--- src/common/float_pkg.sv ---
/*
 * Shared definitions for the vector float adder
 *   Default binary layout widths (binary32)
 *   Element counter width
 *   Vector sequencer state encoding
 */

`default_nettype none

package float_pkg;

  ////////////////////////////////////////
  // Format widths
  ////////////////////////////////////////

  // Exponent field width
  localparam int exp_size_default = 8;

  // Stored mantissa width, hidden bit excluded
  localparam int mant_size_default = 23;

  ////////////////////////////////////////
  // Sequencer
  ////////////////////////////////////////

  // Element counter and SIZE_IN width
  localparam int count_size_default = 16;

  // Vector sequencer states
  typedef enum logic [1:0] {
    idle        = 2'd0,
    gather      = 2'd1,
    wait_result = 2'd2
  } seq_state_t;

endpackage : float_pkg

`default_nettype wire

--- src/scalar_float_adder/float_align_add.sv ---
/*
 * Alignment and magnitude add for ordinary operands
 *   Unpack with hidden bit, zero-exponent operands as zero
 *   Right shift of the smaller mantissa, truncating
 */

`timescale 1ns/100ps
`default_nettype none

module float_align_add #(
  parameter int EXP_SIZE = float_pkg::exp_size_default,
  parameter int MANT_SIZE = float_pkg::mant_size_default,
  localparam int DATA_SIZE = EXP_SIZE + MANT_SIZE + 1
) (
  input  wire  [DATA_SIZE-1:0] a,
  input  wire  [DATA_SIZE-1:0] b,
  output logic [MANT_SIZE+1:0] sum_mag,
  output logic                 sum_sign,
  output logic [EXP_SIZE-1:0]  sum_exp,
  output logic                 a_zero,
  output logic                 b_zero
);

  ////////////////////////////////////////
  // Unpack
  ////////////////////////////////////////

  logic                a_sign;
  logic                b_sign;
  logic [EXP_SIZE-1:0] a_exp;
  logic [EXP_SIZE-1:0] b_exp;
  logic [MANT_SIZE:0]  a_man;
  logic [MANT_SIZE:0]  b_man;

  assign a_sign = a[DATA_SIZE-1];
  assign b_sign = b[DATA_SIZE-1];
  assign a_exp  = a[DATA_SIZE-2 -: EXP_SIZE];
  assign b_exp  = b[DATA_SIZE-2 -: EXP_SIZE];

  // No subnormals, zero field means zero
  assign a_zero = (a_exp == '0);
  assign b_zero = (b_exp == '0);

  // Hidden bit restored
  assign a_man = a_zero ? '0 : {1'b1, a[MANT_SIZE-1:0]};
  assign b_man = b_zero ? '0 : {1'b1, b[MANT_SIZE-1:0]};

  ////////////////////////////////////////
  // Align
  ////////////////////////////////////////

  logic                a_larger;
  logic                big_sign;
  logic [EXP_SIZE-1:0] big_exp;
  logic [EXP_SIZE-1:0] small_exp;
  logic [MANT_SIZE:0]  big_man;
  logic [MANT_SIZE:0]  small_man;
  logic [EXP_SIZE-1:0] exp_diff;
  logic [MANT_SIZE:0]  small_aligned;

  // Exponent first, mantissa breaks the tie
  assign a_larger = (a_exp > b_exp) || ((a_exp == b_exp) && (a_man >= b_man));

  assign big_sign  = a_larger ? a_sign : b_sign;
  assign big_exp   = a_larger ? a_exp : b_exp;
  assign small_exp = a_larger ? b_exp : a_exp;
  assign big_man   = a_larger ? a_man : b_man;
  assign small_man = a_larger ? b_man : a_man;

  assign exp_diff = big_exp - small_exp;

  // Shifted-out bits are lost
  assign small_aligned = small_man >> exp_diff;

  ////////////////////////////////////////
  // Add or subtract magnitudes
  ////////////////////////////////////////

  always_comb begin
    if (a_sign == b_sign) begin
      sum_mag = {1'b0, big_man} + {1'b0, small_aligned};
    end else begin
      // Never negative, big_man >= small_aligned
      sum_mag = {1'b0, big_man} - {1'b0, small_aligned};
    end
  end

  assign sum_sign = big_sign;
  assign sum_exp  = big_exp;

endmodule : float_align_add

`default_nettype wire

--- src/scalar_float_adder/float_special_case.sv ---
/*
 * Special-value classifier
 *   NaN and infinity detection
 *   Canonical quiet NaN or signed infinity result
 */

`timescale 1ns/100ps
`default_nettype none

module float_special_case #(
  parameter int EXP_SIZE = float_pkg::exp_size_default,
  parameter int MANT_SIZE = float_pkg::mant_size_default,
  localparam int DATA_SIZE = EXP_SIZE + MANT_SIZE + 1
) (
  input  wire  [DATA_SIZE-1:0] a,
  input  wire  [DATA_SIZE-1:0] b,
  output logic                 special,
  output logic [DATA_SIZE-1:0] special_value
);

  // Sign 0, exponent all ones, top mantissa bit set
  localparam logic [DATA_SIZE-1:0] QNAN =
    {1'b0, {EXP_SIZE{1'b1}}, 1'b1, {(MANT_SIZE-1){1'b0}}};

  logic a_exp_ones;
  logic b_exp_ones;
  logic a_nan;
  logic b_nan;
  logic a_inf;
  logic b_inf;

  assign a_exp_ones = &a[DATA_SIZE-2 -: EXP_SIZE];
  assign b_exp_ones = &b[DATA_SIZE-2 -: EXP_SIZE];

  // Nonzero mantissa splits NaN from infinity
  assign a_nan = a_exp_ones & (|a[MANT_SIZE-1:0]);
  assign b_nan = b_exp_ones & (|b[MANT_SIZE-1:0]);
  assign a_inf = a_exp_ones & ~(|a[MANT_SIZE-1:0]);
  assign b_inf = b_exp_ones & ~(|b[MANT_SIZE-1:0]);

  always_comb begin
    special       = 1'b1;
    special_value = QNAN;
    if (a_nan || b_nan) begin
      special_value = QNAN;
    end else if (a_inf && b_inf && (a[DATA_SIZE-1] != b[DATA_SIZE-1])) begin
      // Opposite infinities cancel
      special_value = QNAN;
    end else if (a_inf) begin
      special_value = {a[DATA_SIZE-1], {EXP_SIZE{1'b1}}, {MANT_SIZE{1'b0}}};
    end else if (b_inf) begin
      special_value = {b[DATA_SIZE-1], {EXP_SIZE{1'b1}}, {MANT_SIZE{1'b0}}};
    end else begin
      special       = 1'b0;
      special_value = '0;
    end
  end

endmodule : float_special_case

`default_nettype wire

--- src/scalar_float_adder/float_normalize_select.sv ---
/*
 * Normalisation and final result select
 *   Carry or leading-zero shift with exponent adjust
 *   Overflow, underflow and special override
 */

`timescale 1ns/100ps
`default_nettype none

module float_normalize_select #(
  parameter int EXP_SIZE = float_pkg::exp_size_default,
  parameter int MANT_SIZE = float_pkg::mant_size_default,
  localparam int DATA_SIZE = EXP_SIZE + MANT_SIZE + 1
) (
  input  wire  [MANT_SIZE+1:0] sum_mag,
  input  wire                  sum_sign,
  input  wire  [EXP_SIZE-1:0]  sum_exp,
  input  wire                  special,
  input  wire  [DATA_SIZE-1:0] special_value,
  output logic [DATA_SIZE-1:0] result
);

  localparam int SHIFT_W = $clog2(MANT_SIZE + 2);

  // Two extra bits hold the sign and the carry out of the exponent
  localparam logic signed [EXP_SIZE+1:0] EXP_ONE = 1;
  localparam logic signed [EXP_SIZE+1:0] EXP_MAX = {2'b00, {EXP_SIZE{1'b1}}};

  logic [SHIFT_W-1:0]           lz;
  logic signed [EXP_SIZE+1:0]   exp_ext;
  logic signed [EXP_SIZE+1:0]   lz_ext;
  logic signed [EXP_SIZE+1:0]   exp_adj;
  logic [MANT_SIZE+1:0]         norm_man;

  ////////////////////////////////////////
  // Leading zeros above the hidden bit
  ////////////////////////////////////////

  // Ascending scan, highest set bit wins
  always_comb begin
    lz = '0;
    for (int i = 0; i <= MANT_SIZE; i++) begin
      if (sum_mag[i]) lz = SHIFT_W'(MANT_SIZE - i);
    end
  end

  assign exp_ext = {2'b00, sum_exp};
  assign lz_ext  = {{(EXP_SIZE+2-SHIFT_W){1'b0}}, lz};

  always_comb begin
    if (sum_mag[MANT_SIZE+1]) begin
      // Carry out, drop the low bit
      norm_man = sum_mag >> 1;
      exp_adj  = exp_ext + EXP_ONE;
    end else begin
      norm_man = sum_mag << lz;
      exp_adj  = exp_ext - lz_ext;
    end
  end

  ////////////////////////////////////////
  // Result select
  ////////////////////////////////////////

  always_comb begin
    if (special) begin
      result = special_value;
    end else if ((sum_mag == '0) || exp_adj[EXP_SIZE+1] || (exp_adj == '0)) begin
      // Exact zero or underflow, always +0
      result = '0;
    end else if (exp_adj >= EXP_MAX) begin
      result = {sum_sign, {EXP_SIZE{1'b1}}, {MANT_SIZE{1'b0}}};
    end else begin
      result = {sum_sign, exp_adj[EXP_SIZE-1:0], norm_man[MANT_SIZE-1:0]};
    end
  end

endmodule : float_normalize_select

`default_nettype wire

--- src/scalar_float_adder/scalar_float_adder.sv ---
/*
 * Scalar float add/subtract, three cycles START to READY
 *   Stage 1 operand capture with subtract sign flip
 *   Stage 2 align/add and special classifier results
 *   Stage 3 normalised or special result
 */

`timescale 1ns/100ps
`default_nettype none

module scalar_float_adder #(
  parameter int EXP_SIZE = float_pkg::exp_size_default,
  parameter int MANT_SIZE = float_pkg::mant_size_default,
  localparam int DATA_SIZE = EXP_SIZE + MANT_SIZE + 1
) (
  input  wire                  CLK,
  input  wire                  RST,
  input  wire                  START,
  output logic                 READY,
  input  wire                  OPERATION,
  input  wire  [DATA_SIZE-1:0] DATA_A_IN,
  input  wire  [DATA_SIZE-1:0] DATA_B_IN,
  output logic [DATA_SIZE-1:0] DATA_OUT
);

  ////////////////////////////////////////
  // Signals
  ////////////////////////////////////////

  // One bit per stage with READY on bit 2
  logic [2:0] valid_q;

  // Stage 1
  logic [DATA_SIZE-1:0] a_s1;
  logic [DATA_SIZE-1:0] b_s1;

  // Parallel path outputs
  logic [MANT_SIZE+1:0] sum_mag;
  logic                 sum_sign;
  logic [EXP_SIZE-1:0]  sum_exp;
  logic                 special;
  logic [DATA_SIZE-1:0] special_value;

  // Stage 2
  logic [MANT_SIZE+1:0] sum_mag_s2;
  logic                 sum_sign_s2;
  logic [EXP_SIZE-1:0]  sum_exp_s2;
  logic                 special_s2;
  logic [DATA_SIZE-1:0] special_value_s2;

  logic [DATA_SIZE-1:0] result;

  always_ff @(posedge CLK or posedge RST) begin
    if (RST) begin
      valid_q <= '0;
    end else begin
      valid_q <= {valid_q[1:0], START};
    end
  end

  always_ff @(posedge CLK) begin
    if (START) begin
      a_s1 <= DATA_A_IN;
      // Subtract is add with B negated
      b_s1 <= {DATA_B_IN[DATA_SIZE-1] ^ OPERATION, DATA_B_IN[DATA_SIZE-2:0]};
    end
    if (valid_q[0]) begin
      sum_mag_s2       <= sum_mag;
      sum_sign_s2      <= sum_sign;
      sum_exp_s2       <= sum_exp;
      special_s2       <= special;
      special_value_s2 <= special_value;
    end
    if (valid_q[1]) begin
      DATA_OUT <= result;
    end
  end

  assign READY = valid_q[2];

  float_align_add #(
    .EXP_SIZE (EXP_SIZE),
    .MANT_SIZE(MANT_SIZE)
  ) float_align_add_inst (
    .a       (a_s1),
    .b       (b_s1),
    .sum_mag (sum_mag),
    .sum_sign(sum_sign),
    .sum_exp (sum_exp),
    .a_zero  (),
    .b_zero  ()
  );

  float_special_case #(
    .EXP_SIZE (EXP_SIZE),
    .MANT_SIZE(MANT_SIZE)
  ) float_special_case_inst (
    .a            (a_s1),
    .b            (b_s1),
    .special      (special),
    .special_value(special_value)
  );

  float_normalize_select #(
    .EXP_SIZE (EXP_SIZE),
    .MANT_SIZE(MANT_SIZE)
  ) float_normalize_select_inst (
    .sum_mag      (sum_mag_s2),
    .sum_sign     (sum_sign_s2),
    .sum_exp      (sum_exp_s2),
    .special      (special_s2),
    .special_value(special_value_s2),
    .result       (result)
  );

endmodule : scalar_float_adder

`default_nettype wire

--- src/vector_float_adder/vector_float_adder.sv ---
/*
 * Vector float add/subtract sequencer
 *   Gathers operand pairs from two strobed streams
 *   Runs one scalar operation per pair, forwards each result
 */

`timescale 1ns/100ps
`default_nettype none

module vector_float_adder #(
  parameter int EXP_SIZE = float_pkg::exp_size_default,
  parameter int MANT_SIZE = float_pkg::mant_size_default,
  parameter int COUNT_SIZE = float_pkg::count_size_default,
  localparam int DATA_SIZE = EXP_SIZE + MANT_SIZE + 1
) (
  input  wire                   CLK,
  input  wire                   RST,
  input  wire                   START,
  output logic                  READY,
  input  wire                   OPERATION,
  input  wire                   DATA_A_IN_ENABLE,
  input  wire                   DATA_B_IN_ENABLE,
  output logic                  DATA_OUT_ENABLE,
  input  wire  [COUNT_SIZE-1:0] SIZE_IN,
  input  wire  [DATA_SIZE-1:0]  DATA_A_IN,
  input  wire  [DATA_SIZE-1:0]  DATA_B_IN,
  output logic [DATA_SIZE-1:0]  DATA_OUT
);

  import float_pkg::*;

  ////////////////////////////////////////
  // Signals
  ////////////////////////////////////////

  seq_state_t state_q;

  // Element index and latched vector length
  logic [COUNT_SIZE-1:0] index_q;
  logic [COUNT_SIZE-1:0] count_q;

  // Operand have-flags
  logic have_a;
  logic have_b;
  logic pair_ready;

  // Scalar adder interface
  logic                 scalar_start;
  logic                 scalar_ready;
  logic                 op_q;
  logic [DATA_SIZE-1:0] a_q;
  logic [DATA_SIZE-1:0] b_q;
  logic [DATA_SIZE-1:0] scalar_result;

  // Both operands held, hand-off next cycle
  assign pair_ready = have_a & have_b;

  ////////////////////////////////////////
  // Control FSM
  ////////////////////////////////////////

  always_ff @(posedge CLK or posedge RST) begin
    if (RST) begin
      state_q         <= idle;
      index_q         <= '0;
      count_q         <= '0;
      have_a          <= 1'b0;
      have_b          <= 1'b0;
      scalar_start    <= 1'b0;
      READY           <= 1'b0;
      DATA_OUT_ENABLE <= 1'b0;
      DATA_OUT        <= '0;
    end else begin
      // Strobes default low
      READY           <= 1'b0;
      DATA_OUT_ENABLE <= 1'b0;
      scalar_start    <= 1'b0;
      case (state_q)
        idle: begin
          if (START) begin
            count_q <= SIZE_IN;
            index_q <= '0;
            have_a  <= 1'b0;
            have_b  <= 1'b0;
            state_q <= gather;
          end
        end
        gather: begin
          if (pair_ready) begin
            // Launch scalar op, flags drop with it
            scalar_start <= 1'b1;
            have_a       <= 1'b0;
            have_b       <= 1'b0;
            state_q      <= wait_result;
          end else begin
            if (DATA_A_IN_ENABLE) have_a <= 1'b1;
            if (DATA_B_IN_ENABLE) have_b <= 1'b1;
          end
        end
        wait_result: begin
          // Input strobes ignored here
          if (scalar_ready) begin
            DATA_OUT        <= scalar_result;
            DATA_OUT_ENABLE <= 1'b1;
            if (index_q == count_q - COUNT_SIZE'(1)) begin
              READY   <= 1'b1;
              state_q <= idle;
            end else begin
              index_q <= index_q + COUNT_SIZE'(1);
              state_q <= gather;
            end
          end
        end
        default: state_q <= idle;
      endcase
    end
  end

  ////////////////////////////////////////
  // Operand capture
  ////////////////////////////////////////

  always_ff @(posedge CLK) begin
    if (state_q == gather && !pair_ready) begin
      if (DATA_A_IN_ENABLE) a_q <= DATA_A_IN;
      if (DATA_B_IN_ENABLE) b_q <= DATA_B_IN;
    end
    // Operation sampled once the pair is complete
    if (state_q == gather && pair_ready) begin
      op_q <= OPERATION;
    end
  end

  scalar_float_adder #(
    .EXP_SIZE (EXP_SIZE),
    .MANT_SIZE(MANT_SIZE)
  ) scalar_float_adder_inst (
    .CLK      (CLK),
    .RST      (RST),
    .START    (scalar_start),
    .READY    (scalar_ready),
    .OPERATION(op_q),
    .DATA_A_IN(a_q),
    .DATA_B_IN(b_q),
    .DATA_OUT (scalar_result)
  );

endmodule : vector_float_adder

`default_nettype wire

--- config.mk ---
export PLATFORM = sky130hd
export DESIGN_NAME = vector_float_adder
export DESIGN_NICKNAME = d
export VERILOG_FILES = /design/src/common/float_pkg.sv /design/src/scalar_float_adder/float_align_add.sv /design/src/scalar_float_adder/float_special_case.sv /design/src/scalar_float_adder/float_normalize_select.sv /design/src/scalar_float_adder/scalar_float_adder.sv /design/src/vector_float_adder/vector_float_adder.sv
export SDC_FILE = /design/constraint.sdc
export NUM_CORES = 1
export LEC_CHECK = 0
export ABC_AREA = 0
export BUFFER_PORTS_ARGS = -buffer_cell sky130_fd_sc_hd__buf_2
export CAP_MARGIN = 0
export CORE_AREA = 2 2 166 168
export DETAILED_ROUTE_END_ITERATION = 8
export DIE_AREA = 0 0 168 170
export GPL_TIMING_DRIVEN = 0
export PLACE_DENSITY = 0.86
export SYNTH_ARGS = -nofsm -noshare
export SYNTH_HDL_FRONTEND = slang
export SYNTH_SLANG_ARGS = --single-unit
--- constraint.sdc ---
create_clock -name CLK -period 27.3 [get_ports CLK]
set_clock_uncertainty 0.1 [all_clocks]
set_input_delay 6.825 -clock CLK [delete_from_list [all_inputs] [get_ports CLK]]
set_output_delay 6.825 -clock CLK [all_outputs]
set_load 0.1 [all_outputs]
; After elaboration in Yosys (flattened, before gate mapping)
; Cells that the tools add are included.
[word_totals]
ff_bits = 302
elab_cells = 148
[op_classes]
n_eq_ne = 12
addsub = 7
bitwise_logic = 8
mux = 63
n_shift = 2
order_cmp = 3
reduce_logical = 31
[op_table]
columns = cell, count
row1 = $mux 32, 4
row2 = $mux 5, 24
row3 = $mux 24, 4
row4 = $mux 16, 3
row5 = $reduce_or 23->1, 2
row6 = $pmux 16 s2, 1
row7 = $mux 31, 1
row8 = $add 24x24->25, 1
row9 = $logic_not 25->1, 1
row10 = $mux 25, 1
row11 = $shl 25x5->23, 1
row12 = $sub 24x24->25, 1
row13 = $ge 24x24->1, 1
row14 = $shr 24x8->24, 1
row15 = $mux 23, 1
row16 = $add 16x1->16 const B, 1
row17 = $eq 16x16->1, 1
row18 = $logic_not 8->1, 2
row19 = $mux 8, 2
row20 = $reduce_and 8->1, 2
row21 = $sub 16x1->16 const B, 1
row22 = $mux 1, 15
row23 = $ge 10x9->1 const B, 1
row24 = $logic_not 10->1, 1
row25 = other kinds (29), 53

; Depth between registers and ports, before layout
[logic_depth]
ltp_word = 30
depth_mapped = 45

; Modules after synthesis
; Synthesis repeated with hierarchy kept, for this count alone.
[hier_totals]
hier_cells = 1972
area_unflattened_um2 = 19379.8
[by_module_without_submodules]
columns = module, area_each_um2, n_inst, cells_each
row1 = float_align_add, 5967.0, 1, 897
row2 = vector_float_adder, 5566.6, 1, 472
row3 = scalar_float_adder, 4982.3, 1, 168
row4 = float_normalize_select, 2428.6, 1, 372
row5 = float_special_case, 435.4, 1, 63

; Least setup slack after synthesis
; No wires, ideal clock.
[synth_timing]
path_type = register to register
from = reg scalar_float_adder_inst.a_s1[24]
to = reg scalar_float_adder_inst.sum_mag_s2[23], data pin
setup_slack_ns = 18.270
path_stages_with_launch = 43
required_time_ns = 26.942
arrival_ns = 8.672
path_buffers = 6
cell_sequence = edfxtp_1 -> nor4_1 -> and2_1 -> buf_2 -> inv_1 -> clkbuf_1 -> clkbuf_1 -> and2_1 -> ha_1 -> a21oi_1 -> o21a_1 -> nor4b_4 -> o221ai_4 -> a211oi_2 -> nor2_1 -> ha_1 -> clkbuf_1 -> inv_1 -> [7 not listed] -> ha_1 -> a21boi_0 -> a22oi_1 -> inv_1 -> o22ai_1 -> a22o_1 -> ha_1 -> a21oi_1 -> nor2b_1 -> o21a_1 -> o31a_1 -> o211ai_1 -> a31oi_1 -> a41o_1 -> or4_1 -> a31o_2 -> a21oi_1 -> xnor2_1
[synth_between]
elab_chain_cells = 10
elab_cells_between_ends = 16
classes_between = add/sub (3) / order compare (2) / eq/ne (1) / shift (1) / mux (6) / reduce/logical (3)
[synth_rtl]
columns = item, line_no
row1 = from (decl), scalar_float_adder.sv:34  ; logic [DATA_SIZE-1:0] a_s1;
row2 = from (signal assigned), scalar_float_adder.sv:63  ; a_s1 <= DATA_A_IN;
row3 = $logic_not 8->1, float_align_add.sv:41  ; assign a_zero = (a_exp == '0);
row4 = $mux 24, float_align_add.sv:45  ; assign a_man = a_zero ? '0 : {1'b1, a[MANT_SIZE-1:0]};
row5 = $ge 24x24->1, float_align_add.sv:62  ; assign a_larger = (a_exp > b_exp) || ((a_exp == b_exp) && (a_man >= b_man));
row6 = $logic_and 1x1->1, float_align_add.sv:62
row7 = $logic_or 1x1->1, float_align_add.sv:62
row8 = "$mux 8, on equally long branches", "float_align_add.sv:65, float_align_add.sv:66"
row9 = $sub 8x8->8, float_align_add.sv:70  ; assign exp_diff = big_exp - small_exp;
row10 = $shr 24x8->24, float_align_add.sv:73  ; assign small_aligned = small_man >> exp_diff;
row11 = $sub 24x24->25 / $add 24x24->25 (equally long branches), "float_align_add.sv:84, float_align_add.sv:81"
row12 = $mux 25 (*), float_align_add.sv:80  ; if (a_sign == b_sign) begin
row13 = named net scalar_float_adder_inst.float_align_add_inst.sum_mag[23], float_align_add.sv:17  ; output logic [MANT_SIZE+1:0] sum_mag,
row14 = to (signal assigned), scalar_float_adder.sv:68  ; sum_mag_s2 <= sum_mag;
row15 = to (decl), scalar_float_adder.sv:45  ; logic [MANT_SIZE+1:0] sum_mag_s2;
; Mark *: on every way through the listed nets, which the timed path passes. The rest lies on a longest branch.
; A chain may end at the register's enable or synchronous reset.

; Worst setup path after layout
[layout_timing]
from = reg scalar_float_adder_inst.a_s1[27]
to = reg scalar_float_adder_inst.sum_mag_s2[24], data pin
; The elaborated chain is that of the path after synthesis.

==> qor.yml <==
avgSynthCellArea_sq_um: 10.1
gp_congestion: 1.05
synth-seq-cells: 272
crit_required_ns: 27.51
htree_levels: 1
dieArea_sq_mm: 0.0286
hold_path_depth: 0
drtIter0Drc: 1372
synth_nets: 1888
setup_viol: 0
ys_warn_count: 0
syn_inst: 1734
grt_max_degree: 75
grt_usage_pct: 36.2
clockRootBuffer: "clkbuf_16"
crit_path_end_kind: "flip-flop"
rsz0062_at_grt: "no"
synthesis.area_sq_mm: 0.0176
hold_end: "scalar_float_adder_inst.a_s1[30]"
power_density_mw_per_mm2: 122
route.detailed.drc: 0
clkSlewWorstSetupHoldPaths_ns: 0.06
synth_edf_count: 198
min_period_over_period_pct: 42.1
cts_made_buffers: 28
synth_top_area_share_pct: 33.8
avgRoutedWirePerCell_um: 22.8
areaGrowthSynthToFinish_pct: 11.6
grt_pass1_wl_mm: 80.5
slowest_delay_ns: 0.50
synth_seq_area_share_pct: 44.3
die_x_um: 168
hold_buffers: 0
worst_pin_slew_ns: 1.34
start_util_pct: 66.0
synthFlopType: "edfxtp_1"
grt_pass1_vias: 14800
path_common_cell: "clkbuf_1"
post_cts.repair.setup_buffers: 0
num_vias: 14900
final_common_cell: "edfxtp_1"
grt_overflow: 0
drtAntennaViolNets: 0
die_h_um: 170
relSlewSlack_pct: 10.4
synthTopCellsByArea: "edfxtp_1 34%, dfrtp_1 11%, ha_1 4.7%, mux2i_1 3.9%, nand2_1 3.6%"
fin_area_sq_mm: 0.0196
vias_per_cell: 6.65
synth_largest_area_cell: "edfxtp_1"
r2r-start: "scalar_float_adder_inst.a_s1[27]"
drtPass1Iterations: 6
cts_resized: 0
antenna_cells: 0
place_area_sq_mm: 0.0186
core_sq_mm: 0.0267
io_pins: 120
async_flop_share_pct: 27.2
cts.sinks: 272
synth.distinct_cells: 105
tritoncts: "yes"
start_kind: "flip-flop"
reg2reg_slack_ns: 15.81
routed_wl_mm: 51.2
hpwl_mm: 39.5
fin_crit_ns: 11.49
r2r_end: "scalar_float_adder_inst.sum_mag_s2[24]"
crit_family: "compound AO/OA/AOI/OAI gates"
setup_tns_ns: 0
hold_viol_final: 0
cp.arrival_ns: 11.70
finalPower_uw: 2390
hold_start: "a_q[30]"
num_rows: 60
cpMaxStageDelayCell: "clkbuf_1"
ir_drop_uv: 73.8
drive_gt1_share_pct: 17.0
path_class: "reg2reg"
ff2ff_path_depth: 44
maxCapViolCount: 0
nets: 2038
status: "completed"
worst-path-buf-inv: 9
antenna_found_initial: 0
cts_buffer_depth: 3
insertion_delay_ns: 0.58
fmax_ghz: 0.0870
hp-class: "reg2reg"
p_leak_uw: 0.00792
mostFrequentLayoutCells: "198 x edfxtp_1, 171 x nand2_1, 139 x buf_2"
fill_cells: 1870
post-route-util_pct: 73.7
drv_slew: 0
port_buffers: 119
path_max_fanout: 10
## worst max path at each step
stage                                                         to  slack [ns]  depth (start not counted)                             start
after CTS                 scalar_float_adder_inst.sum_mag_s2[24]       16.05                         44  scalar_float_adder_inst.a_s1[28]
final                     scalar_float_adder_inst.sum_mag_s2[24]       15.81                         44  scalar_float_adder_inst.a_s1[27]
after floorplan           scalar_float_adder_inst.sum_mag_s2[23]       18.27                         42  scalar_float_adder_inst.a_s1[24]
after detailed placement  scalar_float_adder_inst.sum_mag_s2[24]       16.10                         44  scalar_float_adder_inst.a_s1[27]
after global placement    scalar_float_adder_inst.sum_mag_s2[24]       16.15                         44  scalar_float_adder_inst.a_s1[27]
after global routing      scalar_float_adder_inst.sum_mag_s2[24]       15.11                         44  scalar_float_adder_inst.a_s1[27]
## sequential cells by signal (all words and copies together), names as in the netlist, 2 cells and up
name and cells:
b_q 32, scalar_float_adder_inst.sum_exp_s2 8, count_q 16, scalar_float_adder_inst.b_s1 32
scalar_float_adder_inst.DATA_OUT 32, scalar_float_adder_inst.special_value_s2 3, state_q 2, DATA_OUT 32
index_q 16, scalar_float_adder_inst.a_s1 32, scalar_float_adder_inst.sum_mag_s2 25, a_q 32
scalar_float_adder_inst.valid_q 3
## synthesized netlist by cell type, drive strengths merged, types with 6 or more instances
cell and count:
edfxtp 198, nand2 173, o21ai 125, nor2 124, a21oi 101, dfrtp 74, mux2i 68, ha 66
nand3 57, nor3 56, inv 54, mux2 54, clkbuf 53, xnor2 48, buf 35, xor2 32
and2 30, a211oi 28, nor4 27, a31oi 24, nand4 22, nor2b 19, nand2b 18, and3 15
o211ai 15, mux4 14, a22o 13, o21a 13, a21o 11, or2 11, o22ai 10, a211o 9
a22oi 9, or4 9, o311ai 8, o31ai 8, a21boi 7, o21bai 7, o221a 7, or3 7
a221oi 6, and4 6
## cell families after synthesis
group	count (synthesis)	share of synthesized area, %
simple gates	589	16.8
mux	136	9.12
flops	272	44.3
fa+ha+maj	68	4.92
xor+xnor	80	4.03
buf+inv	144	3.48
compound gates	445	17.4
## area by class of cell
class / instances / area [sq um] / share of cell area (%)
Timing Repair Buffer: 120 / 616 / 3.14
Tap cell: 341 / 427 / 2.17
Sequential cell: 272 / 7800 / 39.7
Buffer: 88 / 402 / 2.05
Clock inverter: 15 / 126 / 0.644
Inverter: 56 / 213 / 1.08
Multi-Input combinational cell: 1318 / 9190 / 46.8
Clock buffer: 36 / 858 / 4.37
## stage by stage
step / setup slack [ns] / hold slack (ns) / cells
after global placement: 16.15 / 0.302 / 2194
final: 15.81 / 0.301 / 2246
after floorplan: 18.27 / 0.300 / 1734
after detailed placement: 16.10 / 0.305 / 2195
after CTS: 16.05 / 0.304 / 2246
after global routing: 15.11 / 0.318 / 2246
## metal layers
layer,track usage [%],wire length [um],vias up
li1,-,-,6850
met1,42.2,19200,7039
met2,64.2,24900,841
met3,5.02,3700,196
met4,21.3,3400,0
met5,0,0,-
## report_power, final
part           leakage [uW]  switching, uW  total [uW]  internal (uW)
logic               0.00463            858        1330            469
clock network      0.000483            163         388            226
registers           0.00281           81.1         678            597
Note: power is estimated with default switching activity, not from simulation.
